<file path="config.mk">
export PLATFORM = sky130hd
export DESIGN_NAME = rx_dma_irq_top
export DESIGN_NICKNAME = d
export VERILOG_FILES = /design/src/verilog/rx_dma_pkg.sv /design/src/verilog/rx_dma_irq_top.sv /design/src/verilog/rx_host_regs.sv /design/src/verilog/rx_ring_tracker.sv /design/src/verilog/rx_irq_gen.sv
export VERILOG_INCLUDE_DIRS = /design/src /design/src/include
export SDC_FILE = /design/constraint.sdc
export NUM_CORES = 1
export LEC_CHECK = 0
export ABC_AREA = 1
export ABC_CLOCK_PERIOD_IN_PS = 2800
export BUFFER_PORTS_ARGS = -buffer_cell sky130_fd_sc_hd__buf_4
export CAP_MARGIN = 20
export CORE_MARGIN = 2
export CORE_UTILIZATION = 46
export DETAILED_ROUTE_END_ITERATION = 10
export PLACE_DENSITY = 0.85
export SLEW_MARGIN = 20
export SYNTH_ARGS = -nofsm -noshare
export SYNTH_HDL_FRONTEND = slang
export SYNTH_SLANG_ARGS = --single-unit
</file>
<file path="constraint.sdc">
create_clock -name clk -period 2.8 [get_ports clk]
set_clock_uncertainty 0.15 [all_clocks]
set_input_delay 0.56 -clock clk [delete_from_list [all_inputs] [get_ports clk]]
set_output_delay 0.56 -clock clk [all_outputs]
set_load 0.02 [all_outputs]
</file>
<file path="src/include/rx_dma_settings.svh">
// rx dma interrupt path settings
// ring pointer geometry and frame length field
// apb bus widths and register map offsets
`ifndef RX_DMA_SETTINGS_SVH
`define RX_DMA_SETTINGS_SVH

////////////////////////////////////////////////////////////
// ring geometry
////////////////////////////////////////////////////////////
`define RX_PTR_W        32      // byte pointer, fits one apb word
`define RX_RING_BYTES   4096    // power of two ring size
`define RX_ALIGN_BYTES  8       // frame slot granularity
`define RX_LEN_W        16      // frame length in bytes

// apb slave bus
`define APB_ADDR_W      12
`define APB_DATA_W      32

////////////////////////////////////////////////////////////
// register offsets
////////////////////////////////////////////////////////////
`define RX_REG_CTRL     'h00    // host_ready in bit 0
`define RX_REG_SW_PTR   'h04    // software read pointer
`define RX_REG_HW_PTR   'h08    // read only hw write pointer
`define RX_REG_STATUS   'h0C    // read only irq fsm state

`endif
</file>
<file path="src/verilog/rx_dma_pkg.sv">
// shared types of the rx dma interrupt path
// apb register word union with control and pointer views
// interrupt fsm state encoding
`include "rx_dma_settings.svh"

package rx_dma_pkg;

    ////////////////////////////////////////////////////////////
    // register word
    ////////////////////////////////////////////////////////////

    // one apb data word, decoded per register address
    typedef union packed {
        struct packed {
            logic [`APB_DATA_W-2:0] rsvd;         // reads back zero
            logic                   host_ready;   // arms the irq fsm
        } ctrl;
        logic [`APB_DATA_W-1:0] ptr;              // raw ring byte pointer
    } rx_reg_word_u;

    ////////////////////////////////////////////////////////////
    // interrupt generator states
    ////////////////////////////////////////////////////////////

    // 2'b11 unused, fsm falls back to idle
    typedef enum logic [1:0] {
        irq_idle          = 2'b00,  // host not ready yet
        irq_wait_activity = 2'b01,  // armed, no rx seen
        irq_active        = 2'b10   // line tracks activity and pointers
    } rx_irq_state_e;

endpackage

</file>
<file path="src/verilog/rx_dma_irq_top.sv">
// rx dma interrupt path top level
// apb register block, ring write pointer tracker
// and interrupt generator wired together
`include "rx_dma_settings.svh"

module rx_dma_irq_top (
    input  logic                   clk,
    input  logic                   rst,
    // apb slave
    input  logic                   psel,
    input  logic                   penable,
    input  logic                   pwrite,
    input  logic [`APB_ADDR_W-1:0] paddr,
    input  logic [`APB_DATA_W-1:0] pwdata,
    output logic [`APB_DATA_W-1:0] prdata,
    output logic                   pready,
    output logic                   pslverr,
    // dma writer and mac
    input  logic                   frame_done,
    input  logic [`RX_LEN_W-1:0]   frame_len,
    input  logic                   mac_activity,   // async
    output logic                   send_irq
);

    logic                      hst_rdy;    // ctrl.host_ready
    logic [`RX_PTR_W-1:0]      sw_ptr;     // host read pointer
    logic [`RX_PTR_W-1:0]      hw_ptr;     // ring write pointer
    rx_dma_pkg::rx_irq_state_e irq_state;  // for status readback

    ////////////////////////////////////////////////////////////
    // instances
    ////////////////////////////////////////////////////////////
    rx_host_regs u_regs (
        .clk, .rst,
        .psel, .penable, .pwrite, .paddr, .pwdata,
        .prdata, .pready, .pslverr,
        .hw_ptr, .irq_state,
        .hst_rdy, .sw_ptr
    );

    rx_ring_tracker u_ring (
        .clk, .rst,
        .frame_done, .frame_len,
        .hw_ptr
    );

    rx_irq_gen u_irq (
        .clk, .rst,
        .mac_activity, .hst_rdy,
        .hw_ptr, .sw_ptr,
        .send_irq, .irq_state
    );

endmodule

</file>
<file path="src/verilog/rx_host_regs.sv">
// rx dma host register block
// apb slave without wait states
// ctrl and software pointer registers
// readback of both pointers and the irq fsm state
// pslverr on unmapped offsets and read only writes
`include "rx_dma_settings.svh"

module rx_host_regs (
    input  logic                            clk,
    input  logic                            rst,
    // apb slave
    input  logic                            psel,
    input  logic                            penable,
    input  logic                            pwrite,
    input  logic [`APB_ADDR_W-1:0]          paddr,
    input  logic [`APB_DATA_W-1:0]          pwdata,
    output logic [`APB_DATA_W-1:0]          prdata,
    output logic                            pready,
    output logic                            pslverr,
    // status inputs
    input  logic [`RX_PTR_W-1:0]            hw_ptr,
    input  rx_dma_pkg::rx_irq_state_e       irq_state,
    // control outputs
    output logic                            hst_rdy,
    output logic [`RX_PTR_W-1:0]            sw_ptr
);

    localparam int AW    = `APB_ADDR_W;
    localparam int DW    = `APB_DATA_W;
    localparam int PTR_W = `RX_PTR_W;

    localparam logic [AW-1:0] A_CTRL   = AW'(`RX_REG_CTRL);
    localparam logic [AW-1:0] A_SW_PTR = AW'(`RX_REG_SW_PTR);
    localparam logic [AW-1:0] A_HW_PTR = AW'(`RX_REG_HW_PTR);
    localparam logic [AW-1:0] A_STATUS = AW'(`RX_REG_STATUS);

    // sw pointer is kept in ring range and slot aligned
    localparam logic [PTR_W-1:0] PTR_MASK =
        PTR_W'(`RX_RING_BYTES - 1) & ~PTR_W'(`RX_ALIGN_BYTES - 1);

    logic                     access;       // apb access phase
    logic                     hit_ctrl;
    logic                     hit_sw;
    logic                     hit_hw;
    logic                     hit_stat;
    logic                     mapped;       // any of the four registers
    logic                     ro_write;     // write to a read only reg
    rx_dma_pkg::rx_reg_word_u wr_word;      // pwdata seen through the union
    rx_dma_pkg::rx_reg_word_u rd_word;      // read data built through the union

    ////////////////////////////////////////////////////////////
    // address decode
    ////////////////////////////////////////////////////////////
    assign access   = psel & penable;
    assign hit_ctrl = (paddr == A_CTRL);
    assign hit_sw   = (paddr == A_SW_PTR);
    assign hit_hw   = (paddr == A_HW_PTR);
    assign hit_stat = (paddr == A_STATUS);
    assign mapped   = hit_ctrl | hit_sw | hit_hw | hit_stat;
    assign ro_write = pwrite & (hit_hw | hit_stat);

    assign pready  = 1'b1;                              // never stalls
    assign pslverr = access & (~mapped | ro_write);     // only in access phase

    assign wr_word = pwdata;

    ////////////////////////////////////////////////////////////
    // writable registers
    ////////////////////////////////////////////////////////////

    // written at the access cycle edge
    always_ff @(posedge clk) begin
        if (rst) begin
            hst_rdy <= 1'b0;
            sw_ptr  <= '0;
        end else if (access && pwrite) begin
            if (hit_ctrl) begin
                hst_rdy <= wr_word.ctrl.host_ready;     // reserved bits dropped
            end
            if (hit_sw) begin
                sw_ptr <= PTR_W'(wr_word.ptr) & PTR_MASK;
            end
        end
    end

    ////////////////////////////////////////////////////////////
    // read mux
    ////////////////////////////////////////////////////////////

    // combinational, valid during the access cycle
    always_comb begin
        rd_word = '0;
        if (hit_ctrl) begin
            rd_word.ctrl.host_ready = hst_rdy;
        end
        if (hit_sw) begin
            rd_word.ptr = DW'(sw_ptr);
        end
        if (hit_hw) begin
            rd_word.ptr = DW'(hw_ptr);
        end
        if (hit_stat) begin
            rd_word.ptr = DW'(irq_state);       // state in the low two bits
        end
    end

    assign prdata = rd_word;

endmodule

</file>
<file path="src/verilog/rx_ring_tracker.sv">
// rx ring write pointer tracker
// advances the hw pointer once per finished frame
// frame length rounded up to the slot alignment
// pointer wraps at the end of the ring
`include "rx_dma_settings.svh"

module rx_ring_tracker (
    input  logic                 clk,
    input  logic                 rst,
    input  logic                 frame_done,    // one cycle strobe
    input  logic [`RX_LEN_W-1:0] frame_len,     // bytes, valid with strobe
    output logic [`RX_PTR_W-1:0] hw_ptr
);

    localparam int PTR_W = `RX_PTR_W;

    // ring size and alignment are powers of two, so masks do the math
    localparam logic [PTR_W-1:0] RING_MASK  = PTR_W'(`RX_RING_BYTES - 1);
    localparam logic [PTR_W-1:0] ALIGN_MASK = PTR_W'(`RX_ALIGN_BYTES - 1);

    logic [PTR_W-1:0] len_ext;      // length widened to pointer size
    logic [PTR_W-1:0] len_rnd;      // length rounded up to a slot
    logic [PTR_W-1:0] ptr_nxt;      // wrapped next pointer

    ////////////////////////////////////////////////////////////
    // next pointer
    ////////////////////////////////////////////////////////////

    // widening first keeps the round up from overflowing the len field
    assign len_ext = PTR_W'(frame_len);

    // add align-1 then drop the low bits
    assign len_rnd = (len_ext + ALIGN_MASK) & ~ALIGN_MASK;

    // zero length gives len_rnd zero and the pointer stays put
    // modulo ring size by keeping the low bits only
    assign ptr_nxt = (hw_ptr + len_rnd) & RING_MASK;

    ////////////////////////////////////////////////////////////
    // pointer register
    ////////////////////////////////////////////////////////////

    // updates on the edge that samples the strobe
    always_ff @(posedge clk) begin
        if (rst) begin
            hw_ptr <= '0;                       // ring starts empty
        end else if (frame_done) begin
            hw_ptr <= ptr_nxt;
        end
    end

    // hw_ptr stays aligned and inside the ring because
    // it starts at zero, len_rnd is aligned and the mask
    // keeps only in-ring bits

endmodule

</file>
<file path="src/verilog/rx_irq_gen.sv">
// rx interrupt generator
// two flop synchronizer on the async mac activity flag
// three state fsm driving the level interrupt line
`include "rx_dma_settings.svh"

module rx_irq_gen (
    input  logic                      clk,
    input  logic                      rst,
    input  logic                      mac_activity,   // async from mac
    input  logic                      hst_rdy,        // ctrl.host_ready
    input  logic [`RX_PTR_W-1:0]      hw_ptr,         // ring write side
    input  logic [`RX_PTR_W-1:0]      sw_ptr,         // ring read side
    output logic                      send_irq,       // level interrupt
    output rx_dma_pkg::rx_irq_state_e irq_state
);

    logic act_meta;     // first sync stage, may go metastable
    logic act_sync;     // second sync stage, safe to use
    logic ptr_diff;     // host has unread frames

    ////////////////////////////////////////////////////////////
    // activity synchronizer
    ////////////////////////////////////////////////////////////
    always_ff @(posedge clk) begin
        if (rst) begin
            act_meta <= 1'b0;
            act_sync <= 1'b0;
        end else begin
            act_meta <= mac_activity;
            act_sync <= act_meta;
        end
    end

    assign ptr_diff = (hw_ptr != sw_ptr);

    ////////////////////////////////////////////////////////////
    // interrupt fsm
    ////////////////////////////////////////////////////////////

    // only reset brings the fsm back to idle
    // dropping hst_rdy later does not disarm it
    always_ff @(posedge clk) begin
        if (rst) begin
            send_irq  <= 1'b0;
            irq_state <= rx_dma_pkg::irq_idle;
        end else begin
            case (irq_state)
                rx_dma_pkg::irq_idle: begin
                    send_irq <= 1'b0;
                    if (hst_rdy) begin
                        irq_state <= rx_dma_pkg::irq_wait_activity;   // armed
                    end
                end
                rx_dma_pkg::irq_wait_activity: begin
                    if (act_sync) begin
                        send_irq  <= 1'b1;      // first rx seen
                        irq_state <= rx_dma_pkg::irq_active;
                    end
                end
                rx_dma_pkg::irq_active: begin
                    // held while new traffic or unread data
                    send_irq <= act_sync | ptr_diff;
                end
                default: begin
                    send_irq  <= 1'b0;          // bad encoding
                    irq_state <= rx_dma_pkg::irq_idle;
                end
            endcase
        end
    end

endmodule

</file>
==> flow_metrics.tcl, run 1 <==
set metrics [dict create \
    ant_nets 0 \
    post_cts_buffers 0 \
    critPathRequiredTime_ns 2.09 \
    start_kind "input pin" \
    cts_buffers 3 \
    finalMaxSlewViolations 0 \
    finalNetCount 450 \
    cts_max_level 1 \
    start_util_pct 47.3 \
    outcome "finished, final reports clean" \
    synthDistinctLibCells 30 \
    cp_max_fo 6 \
    whs_endpoint "u_irq.act_sync" \
    core_sq_mm 0.00429 \
    hold_violations 0 \
    p_per_area_mw_per_mm2 400 \
    cts_tree "yes" \
    vias_per_cell 4.81 \
    post_drt_wl_per_cell_um 10.5 \
    p_leak_nw 1.31 \
    area_growth_pct 20.0 \
    most-common-layout-cells "inv_1 (63), nand2_1 (56), buf_4 (55)" \
    hpwl_um 3730 \
    hold_start "u_irq.act_meta" \
    drtPass1Iterations 4 \
    drive_above_1_share_pct 18.4 \
    placed_cell_area_sq_mm 0.00239 \
    fp-row-count 24 \
    timing.setup.tns_ns 0 \
    hold_class "reg2reg" \
    reg2reg_to "u_ring.hw_ptr[9]" \
    clock_latency_ns 0.26 \
    grt_pass1_wl_um 7600 \
    drv_cap 0 \
    rr_startpoint "u_ring.hw_ptr[3]" \
    syn-cell-area_sq_mm 0.00203 \
    clk_path_buf_depth 2 \
    ys_top_cells_by_area "dfxtp_1 (24%), inv_1 (12%), nand2_1 (10%), buf_4 (8.1%), a21oi_1 (7.9%)" \
    num_vias 2027 \
    critPathArrivalTime_ns 1.86 \
    final_common_cell "inv_1" \
    routed.top_layer "met4" \
    dieArea_sq_mm 0.00496 \
    place_congestion 0.805 \
    num_io_pins 102 \
    synth_top_area_share_pct 23.7 \
    grt_overflow 0 \
    dieHeight_um 70.4 \
    post-synth-top-area-cell "dfxtp_1" \
    dr_wl_met2_um 2220 \
    ir_worst_vdd_mv 0.215 \
    antenna_found_initial 0 \
    holdWs_ns 0.254 \
    cts_root_buffer "clkbuf_8" \
    fill_cells 442 \
    hold_buffers 0 \
    clkSlewWorstSetupHoldPaths_ns 0.08 \
    crit_path_end_kind "primary output" \
    syn-instance-count 317 \
    rsz0062_at_grt "false" \
    reg2reg_slack_ns 0.77 \
    die_w_um 70.4 \
    port-buffer-count 53 \
    wl_met3_um 293 \
    drt_iter0_drc 100 \
    period_share_pct 91.9 \
    min_period_ns 2.57 \
    met1Wirelength_um 1850 \
    routed_wl_um 4410 \
    grt_pass1_vias 1894 \
    ys_ff_latch 24 \
    hold_depth 2 \
    yosys_warnings 0 \
    diodes 0 \
    crit_type "in2out" \
    seq_area_frac_synth_pct 23.7 \
    finalSetupViolCount 0 \
    post_cts_resized 0 \
    reg2regPathDepth 10 \
    max_freq_mhz 389 \
    numClockSinks 24 \
    track_usage_pct 18.4 \
    design_area_sq_mm 0.00244 \
    avgSynthCellArea_sq_um 6.40 \
    remaining_drc_errors 0 \
    grt_max_degree 19 \
]
-- layout make-up --
cell class              instances  area, sq um  area share [%]
clock buffers                   3         41.3            1.69
flip-flops and latches         24          480            19.7
inverters                      63          236            9.71
well taps                      52         65.1            2.67
multi-input cells             224         1200            49.3
repair buffers                 55          413            16.9
-- layer usage --
layer	up-vias	global-route usage, %
li1	1064	-
met1	888	21.8
met2	70	33.8
met3	5	2.60
met4	0	5.98
met5	-	0
-- power breakdown --
part / total [mW] / internal (mW) / switching, mW
sequential: 0.394 / 0.371 / 0.0235
combinational: 0.380 / 0.157 / 0.223
clock: 0.201 / 0.0963 / 0.105
total: 0.975 / 0.624 / 0.351
-- cell usage after synthesis --
master,number
conb_1,2
clkbuf_1,2
o21ai_0,24
nand2_1,56
buf_4,22
a21o_1,1
or2_2,2
nand2_2,2
inv_1,63
buf_1,1
nand3_1,10
o211ai_1,3
dfxtp_1,24
xor2_1,9
xnor2_1,3
nor2_1,26
a31oi_1,2
o21ai_1,1
ha_1,11
fa_1,1
o22ai_1,4
nor2_4,2
buf_6,1
nor3_2,2
nand2_4,1
nor2_2,1
nor3_1,1
a21oi_1,32
nand4_1,5
o21bai_1,3
-- critical path, cell delays in order --
cell and delay [ns]:
buf_4 0.11, nor2_1 0.09, nand2_1 0.10, nor2_2 0.18, nand2_2 0.11, nor2_4 0.15
nand2_1 0.19, o211ai_1 0.16, inv_1 0.06, buf_4 0.15
-- stage by stage --
step           power [mW]  worst slack, ns  util (%)  instances
6_report            0.975            0.228      56.7        421
5_1_grt              1.06           0.0804      56.7        421
4_1_cts             0.979            0.201      56.7        421
3_5_place_dp        0.781           0.0474      55.8        418
3_3_place_gp        0.765            0.110      55.8        418
2_1_floorplan       0.690            0.264         -        337
-- kinds of logic after synthesis --
logic type / after synthesis / synth area share [%]
AOI/OAI and AO/OA: 70 / 18.5
DFF: 24 / 23.7
xor gates and xnor gates: 12 / 5.18
adders and majority gates: 12 / 7.77
and+or+nand+nor: 108 / 23.6
other: 2 / 0.370
buffers and inverters: 89 / 20.9
-- registers in the layout, indices dropped and copies added, names as in the netlist --
| register | flops |
|---|---|
| u_irq.act_meta | 1 |
| u_irq.act_sync | 1 |
| u_irq.irq_state | 2 |
| u_irq.send_irq | 1 |
| u_regs.hst_rdy | 1 |
| u_regs.sw_ptr | 9 |
| u_ring.hw_ptr | 9 |
-- how the worst max path moves through the flow --
| stage | start | endpoint |
|---|---|---|
| CTS | paddr[5] | prdata[5] |
| global route | paddr[5] | prdata[0] |
| floorplan | frame_len[2] | u_ring.hw_ptr[9] |
| global placement | frame_len[2] | u_ring.hw_ptr[9] |
| detailed placement | frame_len[2] | u_ring.hw_ptr[9] |
| finish | paddr[7] | prdata[5] |
No activity file was read; power rests on OpenSTA's default activity.
==> run 2, diff against run 1 <==
--- a/config.mk
+++ b/config.mk
@@ -11,5 +11,5 @@
 export BUFFER_PORTS_ARGS = -buffer_cell sky130_fd_sc_hd__buf_4
 export CAP_MARGIN = 20
-export CORE_MARGIN = 2
+export CORE_MARGIN = 5
 export CORE_UTILIZATION = 46
 export DETAILED_ROUTE_END_ITERATION = 10
==> constraint.sdc (replaced) <==
create_clock -name clk -period 2.8 [get_ports clk]
set_clock_uncertainty 0.15 [all_clocks]
set_input_delay 0.14 -clock clk [delete_from_list [all_inputs] [get_ports clk]]
set_output_delay 0.14 -clock clk [all_outputs]
set_load 0.02 [all_outputs]
==> run 2 against run 1 <==
Compared with the run above: the flow now finishes with violations (hold timing); clock power grew 51%; sequential share of layout area shrank 0.51 points; non-clock buffer count grew 3; hold slack lost 0.26 ns; register-to-register slack lost 0.04 ns; via count fell by 0.94%; core utilization up 1.1 points; die area increased by 18%; maximum frequency grew 19%; combinational power is essentially flat; flip-flop and latch count unchanged; critical path type is now in2reg; critical endpoint is now u_ring.hw_ptr[9].
==> flow_metrics.tcl, run 2 (same netlist as run 1, synthesis figures left out) <==
set metrics [dict create \
    timing.setup.tns_ns 0 \
    drive_above_1_share_pct 18.0 \
    min_period_ns 2.16 \
    antenna_found_initial 0 \
    hpwl_um 3760 \
    placed_cell_area_sq_mm 0.00238 \
    cts_tree "yes" \
    cts_buffers 3 \
    reg2reg_slack_ns 0.73 \
    multi_input_area_sq_mm 0.00120 \
    reg2regPathDepth 10 \
    finalMaxSlewViolations 0 \
    start_kind "input pin" \
    most-common-layout-cells "inv_1 (63), nand2_1 (56), buf_4 (53)" \
    drtPass1Iterations 4 \
    fp-row-count 24 \
    max_freq_mhz 463 \
    critPathTopFamily "adder cells" \
    diodes 0 \
    post_drt_wl_per_cell_um 10.9 \
    post_cts_resized 0 \
    fill_cells 420 \
    hold_depth 3 \
    drt_iter0_drc 103 \
    whs_endpoint "u_regs.sw_ptr[11]" \
    area_growth_pct 23.2 \
    num_io_pins 102 \
    start_util_pct 46.9 \
    cp_slowest_stage_delay_ns 0.40 \
    finalSetupViolCount 0 \
    hold_violations 1 \
    clkSlewWorstSetupHoldPaths_ns 0.08 \
    dp.cells 416 \
    design_area_sq_mm 0.00250 \
    numClockSinks 24 \
    core_sq_mm 0.00432 \
    grt_pass1_wl_um 7900 \
    clock_latency_ns 0.27 \
    p_leak_nw 1.33 \
    vias_per_cell 4.72 \
    grt_pass1_vias 1869 \
    worstPathCellList "buf_4 > nor2_1 > nand2_1 > xor2_1 > inv_1 > ha_1 > inv_1 > fa_1 > inv_1 > nand2_1 > a21oi_1 > a21oi_1 > xor2_1 > o21ai_0 > inv_1" \
    die_w_um 76.4 \
    p_per_area_mw_per_mm2 431 \
    critPathRequiredTime_ns 2.82 \
    hold_start "pwdata[11]" \
    hold_class "in2reg" \
    rr_startpoint "u_ring.hw_ptr[3]" \
    stdcell_count 425 \
    outcome "complete, but fails checks" \
    register_area_sq_um 480 \
    finalNetCount 453 \
    remaining_drc_errors 0 \
    ant_nets 0 \
    rsz0062_at_grt "false" \
    reg2reg_to "u_ring.hw_ptr[9]" \
    port-buffer-count 53 \
    ir_worst_vdd_mv 0.182 \
    crit_slowest_cell "fa_1" \
    cts_root_buffer "clkbuf_8" \
    crit_buf_inv 5 \
    period_share_pct 77.2 \
    track_usage_pct 15.6 \
    crit_type "in2reg" \
    critPathArrivalTime_ns 2.18 \
    crit_path_frequent_cell "inv_1" \
    num_vias 2008 \
    place_congestion 0.807 \
    cts_max_level 1 \
    dieHeight_um 76.4 \
    drv_cap 0 \
    cp_max_fo 5 \
    violations "hold timing" \
    grt_max_degree 19 \
    final_common_cell "inv_1" \
    holdWs_ns -0.00467 \
    routed_wl_um 4630 \
    clk_path_buf_depth 2 \
    grt_overflow 0 \
    crit_path_end_kind "flop" \
    dieArea_sq_mm 0.00584 \
    top_regs "u_regs.sw_ptr: 9 flops, u_ring.hw_ptr: 9 flops, u_irq.irq_state: 2 flops" \
]
==> run 2: changes by cell type in the layout (fill, tap and decap cells not counted), sizes merged <==
cell / change
buf: -2
bufinv: +1
dlygate4sd3: +5
==> run 2: worst max-delay path by stage <==
stage / from / end / slack (ns) / cells after the start
finish: frame_len[2] / u_ring.hw_ptr[9] / 0.64 / 15
global route: frame_len[2] / u_ring.hw_ptr[9] / 0.40 / 15
CTS: frame_len[2] / u_ring.hw_ptr[9] / 0.62 / 15
detailed placement: frame_len[2] / u_ring.hw_ptr[9] / 0.32 / 15
global placement: frame_len[2] / u_ring.hw_ptr[9] / 0.39 / 15
floorplan: frame_len[2] / u_ring.hw_ptr[9] / 0.68 / 14
==> run 2: worst min-delay path, delay by kind of cell <==
family	cells	cell delay (ns)
buffers and inverters	1	0.08
AO/OA/AOI/OAI	2	0.17
==> run 2: what timing repair did <==
| item | 4_1_cts | 5_1_grt |
|---|---|---|
| hold endpoints to repair | 6 | 0 |
| setup buffers | 0 | 0 |
| hold buffers | 5 | 0 |
==> run 2: layer usage <==
metal	wire, um	vias up	global-route usage, %
li1	-	1066	-
met5	0	-	0
met2	2260	73	27.3
met3	344	7	3.07
met4	78	0	5.94
met1	1950	862	18.5
==> run 2: cell type report <==
type | count | area share [%]
inverters | 63 | 9.45
repair buffers | 58 | 17.9
multi-input cells | 224 | 48.0
flip-flops and latches | 24 | 19.2
clock buffers | 3 | 1.65
clock inverters | 1 | 1.20
well taps | 52 | 2.60
==> run 2: metrics by stage <==
step | worst slack [ns] | power (mW) | utilization [%]
final | 0.638 | 1.08 | 57.8
after global routing | 0.397 | 1.16 | 57.8
after CTS | 0.617 | 1.08 | 57.8
after detailed placement | 0.325 | 0.773 | 55.0
after global placement | 0.393 | 0.760 | 55.0
after floorplan | 0.684 | 0.690 | -
==> run 2: power by group <==
part           leakage (nW)  internal, mW  switching [mW]
logic                  1.10         0.158           0.223
registers             0.196         0.371          0.0231
clock network        0.0357         0.191           0.113
total                  1.33         0.720           0.358
==> run 3, diff against run 2 <==
- ABC_CLOCK_PERIOD_IN_PS: 2800 -> 1700
- CORE_UTILIZATION: 46 -> 42
- PLACE_DENSITY: 0.85 -> 0.81
- clock period: 2.8 -> 1.7 ns (I/O delays scaled with it)
==> run 3 against run 2 <==
Compared with the run above: the flow finishes with violations (setup timing); final area is 19% higher; power is 75% higher; sequential power is 66% higher; global-route usage hardly changed; flip-flop and latch count stayed put; wire length is 17% higher; register-to-register slack worse by 0.82 ns.
==> flow_metrics.tcl, run 3 (same netlist as run 1, synthesis figures left out) <==
set metrics [dict create \
    p_leak_nw 1.51 \
    cts_root_buffer "clkbuf_8" \
    core_sq_mm 0.00469 \
    cp_max_fo 3 \
    top_regs "u_regs.sw_ptr: 9 flops, u_ring.hw_ptr: 9 flops, u_irq.irq_state: 2 flops" \
    crit_buf_inv 2 \
    port-buffer-count 53 \
    final_common_cell "buf_4" \
    drt_iter0_drc 102 \
    die_w_um 79.5 \
    met1_usage_pct 16.6 \
    most-common-layout-cells "buf_4 (74), inv_1 (55), nand2_1 (46)" \
    num_vias 2174 \
    drive_above_1_share_pct 33.4 \
    crit_slowest_cell "ha_1" \
    grt_pass1_wl_um 8170 \
    drv_cap 0 \
    critPathRequiredTime_ns 1.76 \
    crit_type "in2reg" \
    grt_pass1_vias 2004 \
    clkSlewWorstSetupHoldPaths_ns 0.08 \
    critPathArrivalTime_ns 1.87 \
    post_drt_wl_per_cell_um 11.8 \
    grt_overflow 0 \
    start_kind "input pin" \
    worstPathCellList "buf_4 > nand2_1 > nor2_4 > nand2_4 > nor2_4 > a21oi_1 > a31oi_1 > ha_1 > nand2_1 > inv_1 > a21oi_2 > nand2_1 > nand3_1 > nand3_2 > nand2_1 > nand2_1 > nor2_1" \
    design_area_sq_mm 0.00296 \
    hpwl_um 4120 \
    cts_max_level 1 \
    cts_tree "yes" \
    remaining_drc_errors 0 \
    routed_wl_um 5400 \
    clock_latency_ns 0.26 \
    cts_buffers 3 \
    hold_class "in2reg" \
    finalSetupViolCount 4 \
    crit_path_frequent_cell "nand2_1" \
    dieArea_sq_mm 0.00632 \
    period_share_pct 107 \
    detailedPlace.worstSlack_ns -0.422 \
    finalMaxSlewViolations 0 \
    num_io_pins 102 \
    timing.setup.tns_ns -0.251 \
    antenna_found_initial 0 \
    grt_max_degree 19 \
    hold_violations 0 \
    area_growth_pct 46.1 \
    outcome "complete, but fails checks" \
    p_per_area_mw_per_mm2 638 \
    crit_path_end_kind "flop" \
    violations "setup timing" \
    critPathTopFamily "simple AND/OR/NAND/NOR gates" \
    fill_cells 430 \
    grtUsageMet3_pct 1.92 \
    final_util_pct 63.2 \
    clk_path_buf_depth 2 \
    numClockSinks 24 \
    fp-row-count 25 \
    max_freq_mhz 551 \
    finalNetCount 484 \
    min_period_ns 1.81 \
    track_usage_pct 15.6 \
    grt_use_met2_pct 31.4 \
    placed_cell_area_sq_mm 0.00260 \
    drtPass1Iterations 4 \
    ir_worst_vdd_mv 0.440 \
    cp_slowest_stage_delay_ns 0.29 \
    dieHeight_um 79.5 \
    vias_per_cell 4.75 \
    ant_nets 0 \
    rsz0062_at_grt "true" \
    place_congestion 0.817 \
    diodes 0 \
    start_util_pct 43.3 \
    setup_ws_ns -0.114 \
    grt.busiest_layer "met2" \
]
-- run 3: worst paths after layout --
kind	from	endpoint	slack [ns]	cells past startpoint
max	frame_len[4]	u_ring.hw_ptr[11]	-0.11	17
min	pwdata[6]	u_regs.sw_ptr[6]	0.005	3
max reg2reg	u_ring.hw_ptr[3]	u_ring.hw_ptr[9]	-0.09	10
min reg2reg	u_irq.act_meta	u_irq.act_sync	0.26	2
-- run 3: tightest hold or removal path: cells and delay by family --
family	cells	cell delay, ns
buf+inv	1	0.07
compound gates	2	0.23
-- run 3: repair_timing --
| action | in CTS | in global routing |
|---|---|---|
| hold buffers | 12 | 0 |
| setup endpoints to repair | 5 | 14 |
| setup buffers | 0 | 4 |
| endpoints found under the hold margin | 12 | 0 |
| resized for setup | 12 | 37 |
| pin swaps | 4 | 23 |
-- run 3: cell type report --
type / instances / area [sq um] / share of cell area (%)
Multi-Input combinational cell: 224 / 1410 / 47.7
Timing Repair Buffer: 89 / 709 / 23.9
Sequential cell: 24 / 482 / 16.3
Inverter: 63 / 236 / 7.98
Tap cell: 54 / 67.6 / 2.28
Clock buffer: 4 / 55.1 / 1.86
-- run 3: per-layer routing --
layer,vias up,part of all wire (%)
li1,1136,-
met5,-,0
met4,0,1.7
met1,966,40
met2,64,52
met3,8,6.0
-- run 3: power breakdown --
part / total [mW] / internal [mW] / switching, mW
combinational: 0.855 / 0.403 / 0.452
clock: 0.383 / 0.207 / 0.176
sequential: 0.653 / 0.611 / 0.0423
total: 1.89 / 1.22 / 0.671
-- run 3: stage by stage --
| step | instances | hold slack (ns) | power [mW] |
|---|---|---|---|
| finish | 458 | 0.00477 | 1.89 |
| global route | 458 | 0.00193 | 2.03 |
| CTS | 454 | 0.00424 | 1.82 |
| detailed placement | 438 | 0.164 | 1.40 |
| global placement | 438 | 0.136 | 1.38 |
| floorplan | 337 | 0.0250 | 1.17 |
